`src/hdl/pinmux_bus_pkg.sv`:
```
// Wishbone classic bus types and the register address map of the pad multiplexer
`default_nettype none

package pinmux_bus_pkg;

  ////////////////////////////////////////
  // Wishbone structs
  ////////////////////////////////////////

  // Master to slave
  typedef struct packed {
    logic        cyc;
    logic        stb;
    logic        we;
    logic [7:0]  adr;
    logic [31:0] dat;
  } wb_req_t;

  // Slave to master
  typedef struct packed {
    logic        ack;
    logic [31:0] dat;
  } wb_rsp_t;

  ////////////////////////////////////////
  // Register map, byte addresses
  ////////////////////////////////////////

  // Arrays with one word per entry
  localparam logic [7:0] MioInselBase    = 8'h00;
  localparam logic [7:0] MioPadBase      = 8'h40;
  localparam logic [7:0] DioPadBase      = 8'h80;
  localparam logic [7:0] WkupBase        = 8'hC0;
  // Single words at the top of the map
  localparam logic [7:0] WkupCauseAddr   = 8'hF0;
  localparam logic [7:0] SleepStatusAddr = 8'hF4;
  localparam logic [7:0] SleepEnAddr     = 8'hF8;

endpackage

`default_nettype wire

```
`src/hdl/pinmux_pkg.sv`:
```
// Pad, sleep and wakeup configuration types of the pad multiplexer
`default_nettype none

package pinmux_pkg;

  // Width of every insel, outsel and padsel field
  localparam int SelW  = 4;
  // Pad attribute width
  localparam int AttrW = 4;
  // Timed wakeup threshold width
  localparam int CntW  = 8;

  ////////////////////////////////////////
  // Encodings
  ////////////////////////////////////////

  typedef enum logic [1:0] {
    SleepLow   = 2'd0,
    SleepHigh  = 2'd1,
    SleepHighZ = 2'd2,
    SleepKeep  = 2'd3
  } sleep_mode_e;

  typedef enum logic [2:0] {
    WkupPosedge   = 3'd0,
    WkupNegedge   = 3'd1,
    WkupEdge      = 3'd2,
    WkupTimedHigh = 3'd3,
    WkupTimedLow  = 3'd4
  } wkup_mode_e;

  ////////////////////////////////////////
  // Register word layouts, MSB first
  ////////////////////////////////////////

  // Word bits 10:7 attr, 6:5 mode, 4 sleep_en, 3:0 outsel
  typedef struct packed {
    logic [AttrW-1:0] attr;
    sleep_mode_e      sleep_mode;
    logic             sleep_en;
    logic [SelW-1:0]  outsel;
  } mio_pad_cfg_t;

  // Word bits 6:3 attr, 2:1 mode, 0 sleep_en
  typedef struct packed {
    logic [AttrW-1:0] attr;
    sleep_mode_e      sleep_mode;
    logic             sleep_en;
  } dio_pad_cfg_t;

  // Word bits 17:10 cnt_th, 9:6 padsel, 5 is_dio, 4 filter, 3:1 mode, 0 en
  typedef struct packed {
    logic [CntW-1:0] cnt_th;
    logic [SelW-1:0] padsel;
    logic            is_dio;
    logic            filter;
    wkup_mode_e      mode;
    logic            en;
  } wkup_cfg_t;

endpackage

`default_nettype wire

```
`src/hdl/pinmux.sv`:
```
// Pad multiplexer top level with register slave, pad muxes and wakeup detectors
`default_nettype none

module pinmux
  import pinmux_bus_pkg::*;
  import pinmux_pkg::*;
#(
  // Selects must hold NPeriphOut+3 and NMioPads+2 codes
  parameter int NMioPads    = 8,
  parameter int NDioPads    = 4,
  parameter int NPeriphIn   = 6,
  parameter int NPeriphOut  = 6,
  parameter int NWkupDetect = 2
) (
  input  logic                           clk_i,
  input  logic                           rst_ni,
  input  logic                           sleep_en_i,
  input  wb_req_t                        wb_req_i,
  output wb_rsp_t                        wb_rsp_o,
  // Peripheral side
  input  logic [NPeriphOut-1:0]          periph_to_mio_i,
  input  logic [NPeriphOut-1:0]          periph_to_mio_oe_i,
  output logic [NPeriphIn-1:0]           mio_to_periph_o,
  input  logic [NDioPads-1:0]            periph_to_dio_i,
  input  logic [NDioPads-1:0]            periph_to_dio_oe_i,
  output logic [NDioPads-1:0]            dio_to_periph_o,
  // Pad side
  output logic [NMioPads-1:0]            mio_out_o,
  output logic [NMioPads-1:0]            mio_oe_o,
  output logic [NMioPads-1:0][AttrW-1:0] mio_attr_o,
  input  logic [NMioPads-1:0]            mio_in_i,
  output logic [NDioPads-1:0]            dio_out_o,
  output logic [NDioPads-1:0]            dio_oe_o,
  output logic [NDioPads-1:0][AttrW-1:0] dio_attr_o,
  input  logic [NDioPads-1:0]            dio_in_i,
  output logic                           aon_wkup_req_o
);

  localparam int PadMuxW = 2 ** SelW;

  logic [NPeriphIn-1:0][SelW-1:0] insel;
  mio_pad_cfg_t [NMioPads-1:0]    mio_cfg;
  dio_pad_cfg_t [NDioPads-1:0]    dio_cfg;
  wkup_cfg_t [NWkupDetect-1:0]    wkup_cfg;
  logic [NMioPads+NDioPads-1:0]   sleep_status;
  logic [NMioPads-1:0]            mio_sleep_set;
  logic [NDioPads-1:0]            dio_sleep_set;
  logic [NWkupDetect-1:0]         wkup_cause, wkup_clr;
  logic [PadMuxW-1:0]             mio_wkup_mux, dio_wkup_mux;

  pinmux_regs #(
    .NMioPads    (NMioPads),
    .NDioPads    (NDioPads),
    .NPeriphIn   (NPeriphIn),
    .NWkupDetect (NWkupDetect)
  ) u_regs (
    .clk_i,
    .rst_ni,
    .wb_req_i,
    .wb_rsp_o,
    .sleep_en_i,
    .insel_o         (insel),
    .mio_cfg_o       (mio_cfg),
    .dio_cfg_o       (dio_cfg),
    .wkup_cfg_o      (wkup_cfg),
    .sleep_status_o  (sleep_status),
    .mio_sleep_set_i (mio_sleep_set),
    .dio_sleep_set_i (dio_sleep_set),
    .wkup_cause_i    (wkup_cause),
    .wkup_clr_o      (wkup_clr)
  );

  pinmux_pad_mux #(
    .NMioPads   (NMioPads),
    .NDioPads   (NDioPads),
    .NPeriphIn  (NPeriphIn),
    .NPeriphOut (NPeriphOut)
  ) u_pad_mux (
    .clk_i,
    .rst_ni,
    .sleep_en_i,
    .insel_i         (insel),
    .mio_cfg_i       (mio_cfg),
    .dio_cfg_i       (dio_cfg),
    .sleep_status_i  (sleep_status),
    .mio_sleep_set_o (mio_sleep_set),
    .dio_sleep_set_o (dio_sleep_set),
    .periph_to_mio_i,
    .periph_to_mio_oe_i,
    .mio_to_periph_o,
    .periph_to_dio_i,
    .periph_to_dio_oe_i,
    .dio_to_periph_o,
    .mio_out_o,
    .mio_oe_o,
    .mio_attr_o,
    .mio_in_i,
    .dio_out_o,
    .dio_oe_o,
    .dio_attr_o,
    .dio_in_i
  );

  ////////////////////////////////////////
  // Wakeup detectors
  ////////////////////////////////////////

  // Raw pad inputs, padded out to the select range
  assign mio_wkup_mux = PadMuxW'(mio_in_i);
  assign dio_wkup_mux = PadMuxW'(dio_in_i);

  for (genvar k = 0; k < NWkupDetect; k++) begin : gen_wkup
    logic pin_value;

    assign pin_value = wkup_cfg[k].is_dio ? dio_wkup_mux[wkup_cfg[k].padsel] :
                                            mio_wkup_mux[wkup_cfg[k].padsel];

    pinmux_wkup u_wkup (
      .clk_i,
      .rst_ni,
      .cfg_i       (wkup_cfg[k]),
      .pin_value_i (pin_value),
      .cause_clr_i (wkup_clr[k]),
      .cause_o     (wkup_cause[k])
    );
  end

  // Any pending cause requests wakeup
  assign aon_wkup_req_o = |wkup_cause;

endmodule

`default_nettype wire

```
`src/hdl/pinmux_pad_mux.sv`:
```
// Pad input and output muxing, dedicated passthrough and sleep retention
`default_nettype none

module pinmux_pad_mux
  import pinmux_pkg::*;
#(
  parameter int NMioPads   = 8,
  parameter int NDioPads   = 4,
  parameter int NPeriphIn  = 6,
  parameter int NPeriphOut = 6
) (
  input  logic                             clk_i,
  input  logic                             rst_ni,
  input  logic                             sleep_en_i,
  input  logic [NPeriphIn-1:0][SelW-1:0]   insel_i,
  input  mio_pad_cfg_t [NMioPads-1:0]      mio_cfg_i,
  input  dio_pad_cfg_t [NDioPads-1:0]      dio_cfg_i,
  input  logic [NMioPads+NDioPads-1:0]     sleep_status_i,
  output logic [NMioPads-1:0]              mio_sleep_set_o,
  output logic [NDioPads-1:0]              dio_sleep_set_o,
  input  logic [NPeriphOut-1:0]            periph_to_mio_i,
  input  logic [NPeriphOut-1:0]            periph_to_mio_oe_i,
  output logic [NPeriphIn-1:0]             mio_to_periph_o,
  input  logic [NDioPads-1:0]              periph_to_dio_i,
  input  logic [NDioPads-1:0]              periph_to_dio_oe_i,
  output logic [NDioPads-1:0]              dio_to_periph_o,
  output logic [NMioPads-1:0]              mio_out_o,
  output logic [NMioPads-1:0]              mio_oe_o,
  output logic [NMioPads-1:0][AttrW-1:0]   mio_attr_o,
  input  logic [NMioPads-1:0]              mio_in_i,
  output logic [NDioPads-1:0]              dio_out_o,
  output logic [NDioPads-1:0]              dio_oe_o,
  output logic [NDioPads-1:0][AttrW-1:0]   dio_attr_o,
  input  logic [NDioPads-1:0]              dio_in_i
);

  // Full decode of a select field, unused codes give 0
  localparam int MuxW = 2 ** SelW;

  logic [MuxW-1:0] out_mux, oe_mux, in_mux;
  logic            sleep_q, sleep_qq, sleep_trig;

  // Retention value as {oe, out}
  function automatic logic [1:0] ret_val(sleep_mode_e mode, logic out, logic oe);
    logic [1:0] val;
    case (mode)
      SleepLow:   val = 2'b10;
      SleepHigh:  val = 2'b11;
      SleepHighZ: val = 2'b00;
      default:    val = {oe, out};
    endcase
    return val;
  endfunction

  ////////////////////////////////////////
  // Sleep entry
  ////////////////////////////////////////

  always_ff @(posedge clk_i or negedge rst_ni) begin
    if (!rst_ni) begin
      sleep_q  <= 1'b0;
      sleep_qq <= 1'b0;
    end else begin
      sleep_q  <= sleep_en_i;
      sleep_qq <= sleep_q;
    end
  end

  // One cycle after the registered rising edge
  assign sleep_trig = sleep_q & ~sleep_qq;

  ////////////////////////////////////////
  // Muxed pads
  ////////////////////////////////////////

  // Codes 0 high-Z, 1 drive 0, 2 drive 1, 3+j peripheral j
  assign out_mux = MuxW'({periph_to_mio_i, 1'b1, 1'b0, 1'b0});
  assign oe_mux  = MuxW'({periph_to_mio_oe_i, 1'b1, 1'b1, 1'b0});
  // Codes 0 reads 0, 1 reads 1, 2+k pad k
  assign in_mux  = MuxW'({mio_in_i, 1'b1, 1'b0});

  for (genvar k = 0; k < NPeriphIn; k++) begin : gen_insel
    assign mio_to_periph_o[k] = in_mux[insel_i[k]];
  end

  for (genvar k = 0; k < NMioPads; k++) begin : gen_mio
    logic [1:0] ret_d;
    logic       ret_out_q, ret_oe_q;

    // Retained value shown while status is set
    assign mio_out_o[k] = sleep_status_i[k] ? ret_out_q : out_mux[mio_cfg_i[k].outsel];
    assign mio_oe_o[k]  = sleep_status_i[k] ? ret_oe_q : oe_mux[mio_cfg_i[k].outsel];
    assign mio_attr_o[k] = mio_cfg_i[k].attr;

    assign ret_d = ret_val(mio_cfg_i[k].sleep_mode, mio_out_o[k], mio_oe_o[k]);
    assign mio_sleep_set_o[k] = sleep_trig & mio_cfg_i[k].sleep_en;

    always_ff @(posedge clk_i) begin
      if (mio_sleep_set_o[k]) begin
        {ret_oe_q, ret_out_q} <= ret_d;
      end
    end
  end

  ////////////////////////////////////////
  // Dedicated pads
  ////////////////////////////////////////

  assign dio_to_periph_o = dio_in_i;

  for (genvar k = 0; k < NDioPads; k++) begin : gen_dio
    logic [1:0] ret_d;
    logic       ret_out_q, ret_oe_q;

    // Status bits of dedicated pads sit above the muxed ones
    assign dio_out_o[k] = sleep_status_i[NMioPads+k] ? ret_out_q : periph_to_dio_i[k];
    assign dio_oe_o[k]  = sleep_status_i[NMioPads+k] ? ret_oe_q : periph_to_dio_oe_i[k];
    assign dio_attr_o[k] = dio_cfg_i[k].attr;

    assign ret_d = ret_val(dio_cfg_i[k].sleep_mode, dio_out_o[k], dio_oe_o[k]);
    assign dio_sleep_set_o[k] = sleep_trig & dio_cfg_i[k].sleep_en;

    always_ff @(posedge clk_i) begin
      if (dio_sleep_set_o[k]) begin
        {ret_oe_q, ret_out_q} <= ret_d;
      end
    end
  end

endmodule

`default_nettype wire

```
`src/hdl/pinmux_regs.sv`:
```
// Wishbone classic register slave holding pad, sleep and wakeup configuration
`default_nettype none

module pinmux_regs
  import pinmux_bus_pkg::*;
  import pinmux_pkg::*;
#(
  parameter int NMioPads    = 8,
  parameter int NDioPads    = 4,
  parameter int NPeriphIn   = 6,
  parameter int NWkupDetect = 2
) (
  input  logic                                clk_i,
  input  logic                                rst_ni,
  input  wb_req_t                             wb_req_i,
  output wb_rsp_t                             wb_rsp_o,
  input  logic                                sleep_en_i,
  output logic [NPeriphIn-1:0][SelW-1:0]      insel_o,
  output mio_pad_cfg_t [NMioPads-1:0]         mio_cfg_o,
  output dio_pad_cfg_t [NDioPads-1:0]         dio_cfg_o,
  output wkup_cfg_t [NWkupDetect-1:0]         wkup_cfg_o,
  output logic [NMioPads+NDioPads-1:0]        sleep_status_o,
  input  logic [NMioPads-1:0]                 mio_sleep_set_i,
  input  logic [NDioPads-1:0]                 dio_sleep_set_i,
  input  logic [NWkupDetect-1:0]              wkup_cause_i,
  output logic [NWkupDetect-1:0]              wkup_clr_o
);

  localparam int NPads = NMioPads + NDioPads;

  logic                          access, wr_en, ack_q;
  logic [7:0]                    adr;
  logic [3:0]                    idx;
  logic [31:0]                   wdata, rdata_d, rdata_q;
  logic                          sel_insel, sel_mio, sel_dio, sel_wkup;
  logic                          sel_cause, sel_status, sel_sleep_en;
  logic [NPeriphIn-1:0][SelW-1:0] insel_q;
  mio_pad_cfg_t [NMioPads-1:0]   mio_cfg_q;
  dio_pad_cfg_t [NDioPads-1:0]   dio_cfg_q;
  wkup_cfg_t [NWkupDetect-1:0]   wkup_cfg_q;
  logic [NPads-1:0]              status_q, status_clr;

  ////////////////////////////////////////
  // Handshake and decode
  ////////////////////////////////////////

  // New request seen while ack is low
  assign access = wb_req_i.cyc & wb_req_i.stb & ~ack_q;
  assign wr_en  = access & wb_req_i.we;
  // Word aligned address and array index
  assign adr    = {wb_req_i.adr[7:2], 2'b00};
  assign idx    = adr[5:2];
  assign wdata  = wb_req_i.dat;

  // Single words first, they sit inside the wakeup region
  assign sel_cause    = (adr == WkupCauseAddr);
  assign sel_status   = (adr == SleepStatusAddr);
  assign sel_sleep_en = (adr == SleepEnAddr);
  assign sel_insel = (adr[7:6] == MioInselBase[7:6]) && (int'(idx) < NPeriphIn);
  assign sel_mio   = (adr[7:6] == MioPadBase[7:6]) && (int'(idx) < NMioPads);
  assign sel_dio   = (adr[7:6] == DioPadBase[7:6]) && (int'(idx) < NDioPads);
  assign sel_wkup  = (adr[7:6] == WkupBase[7:6]) && (int'(idx) < NWkupDetect) &&
                     !sel_cause && !sel_status && !sel_sleep_en;

  // Write-one-to-clear pulses
  assign wkup_clr_o = (wr_en && sel_cause) ? wdata[NWkupDetect-1:0] : '0;
  assign status_clr = (wr_en && sel_status) ? wdata[NPads-1:0] : '0;

  // Read mux, unmapped words read zero
  always_comb begin
    rdata_d = '0;
    if (sel_cause)         rdata_d = 32'(wkup_cause_i);
    else if (sel_status)   rdata_d = 32'(status_q);
    else if (sel_sleep_en) rdata_d = {31'b0, sleep_en_i};
    else if (sel_insel)    rdata_d = 32'(insel_q[idx]);
    else if (sel_mio)      rdata_d = 32'(mio_cfg_q[idx]);
    else if (sel_dio)      rdata_d = 32'(dio_cfg_q[idx]);
    else if (sel_wkup)     rdata_d = 32'(wkup_cfg_q[idx]);
  end

  always_ff @(posedge clk_i or negedge rst_ni) begin
    if (!rst_ni) begin
      ack_q <= 1'b0;
    end else begin
      // One cycle ack per request
      ack_q <= access;
    end
  end

  always_ff @(posedge clk_i) begin
    if (access) begin
      rdata_q <= rdata_d;
    end
  end

  assign wb_rsp_o.ack = ack_q;
  assign wb_rsp_o.dat = rdata_q;

  ////////////////////////////////////////
  // Configuration storage
  ////////////////////////////////////////

  always_ff @(posedge clk_i or negedge rst_ni) begin
    if (!rst_ni) begin
      insel_q    <= '0;
      mio_cfg_q  <= '0;
      dio_cfg_q  <= '0;
      wkup_cfg_q <= '0;
      status_q   <= '0;
    end else begin
      if (wr_en && sel_insel) insel_q[idx] <= wdata[SelW-1:0];
      if (wr_en && sel_mio) mio_cfg_q[idx] <= mio_pad_cfg_t'(wdata[$bits(mio_pad_cfg_t)-1:0]);
      if (wr_en && sel_dio) dio_cfg_q[idx] <= dio_pad_cfg_t'(wdata[$bits(dio_pad_cfg_t)-1:0]);
      if (wr_en && sel_wkup) wkup_cfg_q[idx] <= wkup_cfg_t'(wdata[$bits(wkup_cfg_t)-1:0]);
      // Set beats clear
      status_q <= (status_q & ~status_clr) | {dio_sleep_set_i, mio_sleep_set_i};
    end
  end

  assign insel_o        = insel_q;
  assign mio_cfg_o      = mio_cfg_q;
  assign dio_cfg_o      = dio_cfg_q;
  assign wkup_cfg_o     = wkup_cfg_q;
  assign sleep_status_o = status_q;

endmodule

`default_nettype wire

```
`src/hdl/pinmux_wkup.sv`:
```
// Wakeup detector with pin synchroniser, glitch filter, edge and timed modes
`default_nettype none

module pinmux_wkup
  import pinmux_pkg::*;
(
  input  logic      clk_i,
  input  logic      rst_ni,
  input  wkup_cfg_t cfg_i,
  input  logic      pin_value_i,
  input  logic      cause_clr_i,
  output logic      cause_o
);

  // Stable cycles before the filter takes a new level
  localparam logic [1:0] FiltLast = 2'd3;

  logic [1:0]      sync_q, filt_cnt_q;
  logic            cand_q, filt_q, pin, pin_q;
  logic            level, det;
  logic [CntW-1:0] cnt_q;
  logic            cause_q;

  assign pin   = cfg_i.filter ? filt_q : sync_q[1];
  // Level counted in the timed modes
  assign level = (cfg_i.mode == WkupTimedHigh) ? pin : ~pin;

  always_comb begin
    case (cfg_i.mode)
      WkupPosedge:   det = pin & ~pin_q;
      WkupNegedge:   det = ~pin & pin_q;
      WkupEdge:      det = pin ^ pin_q;
      WkupTimedHigh,
      WkupTimedLow:  det = level && (cnt_q >= cfg_i.cnt_th);
      default:       det = 1'b0;
    endcase
  end

  always_ff @(posedge clk_i or negedge rst_ni) begin
    if (!rst_ni) begin
      sync_q     <= '0;
      cand_q     <= 1'b0;
      filt_cnt_q <= '0;
      filt_q     <= 1'b0;
      pin_q      <= 1'b0;
      cnt_q      <= '0;
      cause_q    <= 1'b0;
    end else begin
      sync_q <= {sync_q[0], pin_value_i};
      // Restart on any change, accept after four equal samples
      if (sync_q[1] != cand_q) begin
        cand_q     <= sync_q[1];
        filt_cnt_q <= '0;
      end else if (filt_cnt_q == FiltLast) begin
        filt_q <= cand_q;
      end else begin
        filt_cnt_q <= filt_cnt_q + 2'd1;
      end
      pin_q <= pin;
      // Consecutive cycles at the level, saturating
      if (!level || !cfg_i.en) cnt_q <= '0;
      else if (cnt_q != '1) cnt_q <= cnt_q + 1'b1;
      // Sticky cause, set wins
      if (cfg_i.en && det) cause_q <= 1'b1;
      else if (cause_clr_i) cause_q <= 1'b0;
    end
  end

  assign cause_o = cause_q;

endmodule

`default_nettype wire

```
`config.mk`:
```
export PLATFORM = sky130hd
export DESIGN_NAME = pinmux
export DESIGN_NICKNAME = d
export VERILOG_FILES = /design/src/hdl/pinmux_bus_pkg.sv /design/src/hdl/pinmux_pkg.sv /design/src/hdl/pinmux.sv /design/src/hdl/pinmux_pad_mux.sv /design/src/hdl/pinmux_regs.sv /design/src/hdl/pinmux_wkup.sv
export SDC_FILE = /design/constraint.sdc
export NUM_CORES = 1
export LEC_CHECK = 0
export BUFFER_PORTS_ARGS = -buffer_cell sky130_fd_sc_hd__buf_2
export CORE_AREA = 2 2 252 204
export CTS_BUF_LIST = sky130_fd_sc_hd__clkbuf_4
export CTS_CLUSTER_SIZE = 12
export DETAILED_ROUTE_END_ITERATION = 8
export DIE_AREA = 0 0 254 206
export SYNTH_ARGS = -nofsm -noshare
export SYNTH_HDL_FRONTEND = slang
export SYNTH_SLANG_ARGS = --single-unit
```
`constraint.sdc`:
```
create_clock -name clk_i -period 3.23 [get_ports clk_i]
set_input_delay 0.646 -clock clk_i [delete_from_list [all_inputs] [get_ports clk_i]]
set_output_delay 0.646 -clock clk_i [all_outputs]
set_load 0.02 [all_outputs]
```
# Word-level counts from Yosys, hierarchy flattened
# Cells that the tools add are included.
# W data, S select, Z words.
# op_classes
n_addsub	4
n_lt_le_gt_ge	26
n_eq_ne	46
mux	137
bitwise	34
n_reduce_logical	55
# ops
cell	count
$bmux W1 S4	26
$bwmux W88	1
$mux W12	7
$lt A4 B5 Y1 const B	16
$pmux W2 S3	12
$mux W1	60
$mux W18	3
$bwmux W36	1
$bmux W11 S3	1
$demux W11 S3	1
$eq A2 B2 Y1 const B	16
$mux W8	4
$bwmux W28	1
$eq A2 B1 Y1 const B	13
$logic_not A2 Y1	13
$bwmux W24	1
$mux W11	2
$and A1 B1 Y1	20
$logic_and A1 B1 Y1	20
$demux W18 S1	1
$eq A6 B6 Y1 const B	3
$add A8 B1 Y8 const B	2
$ge A8 B8 Y1	2
$ne A8 B8 Y1 const B	2
31 further kinds	74
# word_totals
reg_bits	279
inputBits	78
elab_cells	410

# Logic depth before layout (Yosys ltp)
# Gate-level depths: netlist (run 1).
# logic_depth
ltp_word	12
mapped_depth	8
depth_no_buf	8

# By module
# From an unflattened synthesis (run 1), not the netlist that was laid out.
# unflattened
hier_cells	1281
area_unflattened_um2	15182.1
# modules_own_cells
mod	instances	cells_each	area_per_inst_um2	seq_area_each_um2
pinmux_regs	1	660	9535.4	5270.1
pinmux_pad_mux	1	394	3348.2	770.7
pinmux_wkup	2	103	1034.7	400.4
pinmux	1	21	229.0	0.0

# Worst setup path after synthesis (run 1)
# Ideal clock, no wire load.
# synth_timing
kind	input port to output port
start	input periph_to_mio_oe_i[4]
end	output mio_oe_o[7]
arrival_time_ps	2073
slack_ps	511
cell_stages	5
path_cell_list	clkbuf_1 mux2i_1 a221o_1 a221o_1 o21ai_0
# synth_via
elab_chain_cells	3
# synth_lines
item	line_no	rtl
from (decl)	pinmux.sv:22	input logic [NPeriphOut-1:0] periph_to_mio_oe_i,
$bmux W1 S4	pinmux_pad_mux.sv:92	assign mio_oe_o[k] = sleep_status_i[k] ? ret_oe_q : oe_mux[mio_cfg_i[k].outsel];
$mux W1 (implied by the code)	pinmux_pad_mux.sv:92	
$mux W1	pinmux_pad_mux.sv:92	
to (decl)	pinmux.sv:29	output logic [NMioPads-1:0] mio_oe_o,
# No other way between the ends. The select of a mux whose other input is x is not followed.

# Worst setup path after layout (run 1)
# layout_timing
start	register u_regs.mio_cfg_q (netlist bit u_regs.mio_cfg_o[77])
end	output mio_out_o[7]
# layout_via
elab_chain_cells	3
# layout_lines
item	line_no	rtl
from (decl)	pinmux_regs.sv:38	mio_pad_cfg_t [NMioPads-1:0] mio_cfg_q;
from (signal, indexed assignment)	pinmux_regs.sv:112	if (wr_en && sel_mio) mio_cfg_q[idx] <= mio_pad_cfg_t'(wdata[$bits(mio_pad_cfg_t)-1:0]);
$bmux W1 S4	pinmux_pad_mux.sv:91	assign mio_out_o[k] = sleep_status_i[k] ? ret_out_q : out_mux[mio_cfg_i[k].outsel];
$mux W1 (implied by the code)	pinmux_pad_mux.sv:91	
$mux W1	pinmux_pad_mux.sv:91	
to (decl)	pinmux.sv:28	output logic [NMioPads-1:0] mio_out_o,
# No other way between the ends. The select of a mux whose other input is x is not followed.

==> results of run 1 <==
## logic make-up after synthesis
| logic type | Yosys count | share of synthesized area [%] |
|---|---|---|
| XOR/XNOR | 9 | 0.5311 |
| adder cells (fa/ha/maj) | 24 | 2.023 |
| AND/OR/NAND/NOR | 285 | 9.610 |
| flip-flops | 265 | 46.09 |
| multiplexers | 276 | 23.97 |
| other | 1 | 0.02526 |
| buffers and inverters | 186 | 6.971 |
| AO/OA/AOI/OAI | 230 | 10.78 |
## worst register-to-register path: cells and delay by family, from the launching register on
kind	cells	cell delay (ns)
flops	1	0.40
mux	1	0.46
simple gates	3	1.32
buf+inv	1	0.26
## area by class of cell
cell class / instances / area [um2]
Tap cell: 684 / 855.8
Fill cell: 5052 / 33070
Sequential cell: 265 / 6855
Clock inverter: 28 / 152.6
Antenna cell: 4 / 10.01
Clock buffer: 116 / 870.8
Multi-Input combinational cell: 838 / 7048
Timing Repair Buffer: 201 / 1161
Inverter: 42 / 157.7
## what timing repair did
action                                  4_1_cts  5_1_grt
endpoints found under the setup margin        7       10
cloned                                        0        0
hold buffers                                  2        0
endpoints found under the hold margin        79        0
gates resized for setup                       7       16
## state kept, by name, summed over array words and instances, names as in the netlist, 4 cells and up
| signal | cells |
|---|---|
| u_regs.mio_cfg_o | 88 |
| u_regs.wkup_cfg_o | 36 |
| u_regs.dio_cfg_o | 28 |
| u_regs.insel_o | 24 |
| u_regs.rdata_q | 18 |
| gen_wkup.u_wkup.cnt_q | 16 |
| u_regs.sleep_status_o | 12 |
| u_pad_mux.gen_mio.ret_oe_q | 8 |
| u_pad_mux.gen_mio.ret_out_q | 8 |
| gen_wkup.u_wkup.filt_cnt_q | 4 |
| gen_wkup.u_wkup.sync_q | 4 |
| u_pad_mux.gen_dio.ret_oe_q | 4 |
| u_pad_mux.gen_dio.ret_out_q | 4 |
## metal layers
metal	track usage [%]	wire length, um
met5	0	25
met4	6.197	1150
met3	4.471	3419
met2	26.58	20530
met1	24.22	20980
## cells in the mapped netlist (all sizes together), types with 8 or more instances
cell type	number
and2	16
a311oi	10
and3	8
mux2	174
o21ai	47
a31oi	9
nand3	22
a211oi	25
o21a	13
inv	41
edfxtp	42
ha	24
a21oi	37
nand2b	9
mux2i	58
dfrtp	223
nor2	65
nand2	109
mux4	44
a221o	10
nor3	13
nor3b	14
buf	104
nor2b	9
clkbuf	40
a21o	21
## through the flow
stage / worst slack [ns] / total power, W / hold slack, ns / area [um2] / util [%]
final: 0.1307 / 0.008282 / 0.09621 / 17110 / 34.10
after global routing: 0.0008857 / 0.008714 / 0.07087 / 17110 / 34.10
after CTS: 0.001441 / 0.008398 / 0.02075 / 17070 / 34.01
after detailed placement: 0.2148 / 0.005027 / 0.3458 / 16020 / 31.91
after global placement: 0.2780 / 0.004990 / 0.3329 / 16020 / 31.91
after floorplan: 0.5115 / 0.004559 / 0.3312 / 14890 / -
## how the worst min path moves through the flow
stage / from / endpoint / slack, ns / depth (start not counted)
after floorplan: gen_wkup[0].u_wkup.sync_q[0] / gen_wkup[0].u_wkup.sync_q[1] / 0.33 / 0
after global placement: gen_wkup[1].u_wkup.sync_q[0] / gen_wkup[1].u_wkup.sync_q[1] / 0.33 / 0
after detailed placement: gen_wkup[1].u_wkup.sync_q[0] / gen_wkup[1].u_wkup.sync_q[1] / 0.35 / 0
after CTS: wb_req_i[14] / u_regs.wkup_cfg_o[14] / 0.02 / 3
after global routing: wb_req_i[16] / u_regs.wkup_cfg_o[16] / 0.07 / 3
final: wb_req_i[14] / u_regs.wkup_cfg_o[14] / 0.1 / 3
## report_power, final
group	internal [W]	switching, W	leakage [nW]
Combinational	0.000485	0.000705	3.99
Sequential	0.00357	0.000224	3.33
Clock	0.00174	0.00156	0.604
==> tab_implementation.tex, run 1 <==
\begin{tabular}{lr}
\hline
Metric & Value \\
\hline
\multicolumn{2}{l}{\textbf{CTS}} \\
Depth of the CTS H-tree & 3 \\
TritonCTS clock tree & done \\
Clock tree buffer depth & 3 \\
Cts bufs inserted & 78 \\
Clock latency on the worst-skew pair & 0.75 ns \\
Clk root buf & clkbuf\_4 \\
Clock-pin slew on the worst setup and hold paths & 0.07 ns \\
Count of buffers added by post-CTS timing repair for setup & 0 \\
Clock sink count & 265 \\
\multicolumn{2}{l}{\textbf{Setup path}} \\
Worst setup path startpoint & u\_regs.mio\_cfg\_o[77] \\
Critical path launch point type & flop \\
Peak per-stage delay on the critical path & 0.48 ns \\
Reg-to-reg setup timing slack & 0.67 ns \\
Worst-path cell with the longest stage delay & dfrtp\_2 \\
Worst setup path endpoint & mio\_out\_o[7] \\
Cell count along the critical path & 6 \\
Worst Path Max Fanout & 10 \\
Cell class contributing the biggest share of worst-path delay & multiplexers \\
Worst R2R Start & u\_regs.ack\_q \\
Required time at the endpoint of the critical path & 2.58 ns \\
Cell breakdown of the critical path & mux2\_2 > a21oi\_1 > a31oi\_1 > o2bb2ai\_1 > mux2\_2 > buf\_2 \\
Kind of capture point of the worst setup path & output pin \\
Crit path buf inv count & 1 \\
Signal arrival time at the worst endpoint & 2.45 ns \\
Crit Reg-Reg Endpoint & u\_regs.mio\_cfg\_o[42] \\
Worst setup path category & reg2out \\
Library cell appearing most often on the critical path & mux2\_2 \\
Reg2reg path depth & 5 \\
\multicolumn{2}{l}{\textbf{Detailed routing}} \\
DR vias & 11030 \\
Pre-antenna DRT Iters & 5 \\
DRC violation count after routing & 0 \\
Ratio of routed vias to standard cells & 5.062 \\
Antenna Nets Post-Route & 0 \\
Starting DRT DRC Count & 957 \\
Wirelength, routed & 46110 um \\
Routed wire length per instance & 21.17 um \\
\multicolumn{2}{l}{\textbf{Final layout}} \\
Proportion of layout cells with a drive suffix above 1 & 38.39\% \\
Cell Count, Final, Fillers Out & 2178 \\
Leading cell type in the layout, fill and taps excluded & dfrtp\_1 \\
Highest-count cells in the layout ignoring fill and taps & 212 x dfrtp\_1, 167 x mux2\_2, 159 x buf\_2, 116 x clkbuf\_4, 109 x nand2\_1 \\
Area Growth Syn to Fin & 15.28\% \\
Final \#Nets & 1528 \\
\multicolumn{2}{l}{\textbf{Die}} \\
Initial Utilization & 29.58\% \\
Die Y-Extent & 206 um \\
Placeable Area & 50180 um2 \\
Overall die width & 254 um \\
Number of placement rows & 74 \\
Area of the die & 52320 um2 \\
I/O pins & 194 \\
\multicolumn{2}{l}{\textbf{Timing}} \\
Final period utilization & 95.95\% \\
Max-slew violations & 0 \\
Max transition margin & 35.01\% \\
Final Hold Violating Endpoints & 0 \\
Final period demand of the worst path & 3.099 ns \\
RSZ-0062 raised after global routing & false \\
Final sum of negative setup slack & 0 ns \\
Setup Viol. Count Final & 0 \\
Worst Tran Pin Value & 0.9729 ns \\
Maximum clock frequency & 322.7 MHz \\
Setup Skew & 0.07339 ns \\
\multicolumn{2}{l}{\textbf{Logic synthesis}} \\
Average footprint of a synthesized cell & 11.63 um2 \\
Fraction of registers with async set or reset after synthesis & 84.15\% \\
Unique cell type count in the Yosys netlist & 71 \\
Top FF cell, synth & dfrtp\_1 \\
Post-Syn Instances & 1276 \\
Number of enable flip-flop cells after synthesis & 42 \\
Netlist area before placement & 14840 um2 \\
Count of yosys warnings during synthesis & 0 \\
Synth area leaders & dfrtp\_1 38\%, mux2\_2 13\%, edfxtp\_1 8.5\%, mux4\_2 6.7\%, mux2i\_1 3.9\% \\
Fraction of post-synthesis cell area in the top cell type by area & 37.60\% \\
Sequential fraction of the synthesis area & 46.09\% \\
\#FFs+latches synth & 265 \\
Top cell type by total area after synthesis & dfrtp\_1 \\
\multicolumn{2}{l}{\textbf{Pwr}} \\
Worst vdd ir & 222.3 uV \\
Pwr dens & 484.0 nW/um2 \\
Leakage power total & 7.927 nW \\
\multicolumn{2}{l}{\textbf{Placed design}} \\
Placed wire-length estimate after detailed placement & 32740 um \\
Gpl congestion & 0.8571 \\
Number of I/O port buffers & 163 \\
Cell count after placement & 2028 \\
\multicolumn{2}{l}{\textbf{Global routing}} \\
Initial antenna violation count & 6 \\
Largest net degree at the start of global routing & 84 \\
Global-route wire length before repair & 68450 um \\
Overall Global Routing Usage & 17.54\% \\
Total global routing overflow & 0 \\
Via count of the first global-routing pass & 10940 \\
\multicolumn{2}{l}{\textbf{Run status}} \\
Outcome & finished clean \\
\multicolumn{2}{l}{\textbf{Hold path}} \\
Min-Delay Path Class & in2reg \\
\multicolumn{2}{l}{\textbf{Run}} \\
Count of maximum capacitance violations & 0 \\
\hline
\end{tabular}
(Power assumes the default switching activity.)
==> run 2: changes to the inputs <==
--- a/config.mk
+++ b/config.mk
@@ -6,11 +6,11 @@
 export NUM_CORES = 1
 export LEC_CHECK = 0
 export BUFFER_PORTS_ARGS = -buffer_cell sky130_fd_sc_hd__buf_2
-export CORE_AREA = 2 2 252 204
+export CORE_AREA = 4 4 221 180
 export CTS_BUF_LIST = sky130_fd_sc_hd__clkbuf_4
 export CTS_CLUSTER_SIZE = 12
 export DETAILED_ROUTE_END_ITERATION = 8
-export DIE_AREA = 0 0 254 206
+export DIE_AREA = 0 0 225 184
 export SYNTH_ARGS = -nofsm -noshare
 export SYNTH_HDL_FRONTEND = slang
 export SYNTH_SLANG_ARGS = --single-unit
==> run 2 against run 1 <==
Effect of this change: register-to-register slack improved by 0.14 ns; via count fell by 0.54%; global-route usage rose by 3.1 points; highest routed layer unchanged; hold slack improved by 0.0012 ns; critical path depth fell by 2; utilization rose by 11 points; critical path type unchanged; sequential power barely moved; combinational power barely moved; non-clock buffer count fell by 5; clock-buffer cell count rose by 3; clock skew fell by 0.042 ns; clock power rose by 2%.
==> tab_implementation.tex, run 2 (same netlist as run 1, synthesis figures left out) <==
\begin{tabular}{lr}
\hline
Metric & Value \\
\hline
\multicolumn{2}{l}{\textbf{Global routing}} \\
Via count of the first global-routing pass & 10990 \\
Overall Global Routing Usage & 20.66\% \\
Total global routing overflow & 0 \\
Largest net degree at the start of global routing & 97 \\
Global-route wire length before repair & 65630 um \\
Initial antenna violation count & 4 \\
\multicolumn{2}{l}{\textbf{Final layout}} \\
Highest-count cells in the layout ignoring fill and taps & 219 x dfrtp\_1, 167 x mux2\_2, 161 x buf\_2, 119 x clkbuf\_4, 109 x nand2\_1 \\
Cell Count, Final, Fillers Out & 1976 \\
Cell area after layout & 16830 um2 \\
\# fillers & 3599 \\
Area Growth Syn to Fin & 13.42\% \\
Proportion of layout cells with a drive suffix above 1 & 37.75\% \\
Leading cell type in the layout, fill and taps excluded & dfrtp\_1 \\
Number of flip-flops in the largest register & 88 \\
Final \#Nets & 1520 \\
\multicolumn{2}{l}{\textbf{Detailed routing}} \\
Wire length on met1 & 19220 um \\
Wirelength, routed & 42970 um \\
DR vias & 10970 \\
Pre-antenna DRT Iters & 5 \\
Routed length on met3 & 3245 um \\
Starting DRT DRC Count & 1049 \\
Highest metal layer with signal wires & met5 \\
Ratio of routed vias to standard cells & 5.550 \\
Routed wire length per instance & 21.74 um \\
DRC violation count after routing & 0 \\
Detailed-routed wire length on met2 & 19390 um \\
Antenna Nets Post-Route & 0 \\
\multicolumn{2}{l}{\textbf{Pwr}} \\
Worst vdd ir & 206.6 uV \\
Pwr dens & 493.6 nW/um2 \\
Leakage power total & 7.930 nW \\
\multicolumn{2}{l}{\textbf{Timing}} \\
Setup Viol. Count Final & 0 \\
Worst Tran Pin Value & 0.8704 ns \\
Final period demand of the worst path & 3.105 ns \\
Final Hold Violating Endpoints & 0 \\
Max transition margin & 41.24\% \\
Setup Skew & 0.03109 ns \\
Final sum of negative setup slack & 0 ns \\
Maximum clock frequency & 322.0 MHz \\
Final period utilization & 96.14\% \\
Max-slew violations & 0 \\
RSZ-0062 raised after global routing & false \\
\multicolumn{2}{l}{\textbf{CTS}} \\
Cts bufs inserted & 75 \\
Clock latency on the worst-skew pair & 0.69 ns \\
Clock-pin slew on the worst setup and hold paths & 0.06 ns \\
Depth of the CTS H-tree & 3 \\
Clk root buf & clkbuf\_4 \\
Clock sink count & 265 \\
Count of buffers added by post-CTS timing repair for setup & 0 \\
TritonCTS clock tree & done \\
Clock tree buffer depth & 3 \\
\multicolumn{2}{l}{\textbf{Run status}} \\
Outcome & finished clean \\
\multicolumn{2}{l}{\textbf{Die}} \\
Overall die width & 225 um \\
Number of placement rows & 64 \\
Initial Utilization & 39.35\% \\
Area of the die & 41400 um2 \\
Die Y-Extent & 184 um \\
I/O pins & 194 \\
Placeable Area & 37720 um2 \\
\multicolumn{2}{l}{\textbf{Setup path}} \\
Kind of capture point of the worst setup path & output pin \\
Critical path launch point type & flop \\
Worst Path Max Fanout & 10 \\
Required time at the endpoint of the critical path & 2.58 ns \\
Signal arrival time at the worst endpoint & 2.46 ns \\
Worst setup path startpoint & u\_regs.mio\_cfg\_o[34] \\
Worst R2R Start & u\_regs.ack\_q \\
Worst setup path category & reg2out \\
\multicolumn{2}{l}{\textbf{Placed design}} \\
Gpl congestion & 0.8446 \\
Number of I/O port buffers & 163 \\
Post-Place Cell Area & 15760 um2 \\
Placed wire-length estimate after detailed placement & 30770 um \\
Cell count after placement & 1835 \\
\multicolumn{2}{l}{\textbf{Hold path}} \\
Worst Hold Launch & sleep\_en\_i \\
Min-Delay Path Class & in2reg \\
\multicolumn{2}{l}{\textbf{Run}} \\
Count of maximum capacitance violations & 0 \\
\hline
\end{tabular}
[run 2: cell types whose count changed in the layout (fill, tap and decap cells not counted), sizes merged, moves of 2 or more]
cell    previous run  this run
buf              199       195
bufinv             1         3
clkbuf           116       119
clkinv            25        15
[run 2: worst paths after layout]
path | to | slack [ns] | depth (start not counted)
worst min-delay path | u_pad_mux.sleep_q | 0.1 | 1
min in group asynchronous | u_regs.mio_cfg_o[51] | 0.59 | 2
worst max-delay path | mio_oe_o[3] | 0.12 | 4
worst max register to register | u_regs.mio_cfg_o[42] | 0.81 | 4
max in group asynchronous | u_regs.wkup_cfg_o[19] | 1.76 | 3
worst min register to register | gen_wkup[1].u_wkup.sync_q[1] | 0.35 | 0
[run 2: routing by layer]
layer / vias up / track usage (%)
li1: 4955 / -
met1: 5516 / 29.08
met2: 410 / 32.05
met3: 83 / 4.789
met4: 2 / 6.222
met5: - / 0
[run 2: layout make-up]
class / count / area, um2 / area share [%]
multi-input cells: 838 / 7034 / 41.78
flip-flops and latches: 265 / 6847 / 40.67
repair buffers: 196 / 1129 / 6.704
clock buffers: 119 / 893.4 / 5.307
well taps: 495 / 619.3 / 3.679
inverters: 42 / 157.7 / 0.9365
clock inverters: 18 / 147.6 / 0.8770
diodes: 3 / 7.507 / 0.04459
[run 2: timing repair]
action,4_1_cts,5_1_grt
gates resized for setup,1,9
hold buffers,1,0
endpoints found under the hold margin,34,0
setup endpoints to repair,1,8
pin swaps,0,0
[run 2: through the flow]
stage	power, W	util [%]	worst slack [ns]	hold slack (ns)
after floorplan	0.004559	-	0.5115	0.3312
after global placement	0.004965	41.79	0.3474	0.3346
after detailed placement	0.004999	41.79	0.3480	0.3347
after CTS	0.008409	44.58	0.02429	0.03945
after global routing	0.008741	44.63	0.01564	0.05002
final	0.008309	44.64	0.1248	0.09742
[run 2: report_power, final]
group | internal, W | switching, W | total [W]
combinational | 0.000474 | 0.000682 | 0.00116
sequential | 0.00356 | 0.000222 | 0.00379
clock | 0.00191 | 0.00146 | 0.00337
total | 0.00595 | 0.00236 | 0.00831
[run 2: critical path, stage by stage, from the launching register on]
cell and delay, ns:
dfrtp_1 0.54, or3b_2 0.48, a311o_1 0.36, a22o_1 0.22, buf_2 0.17
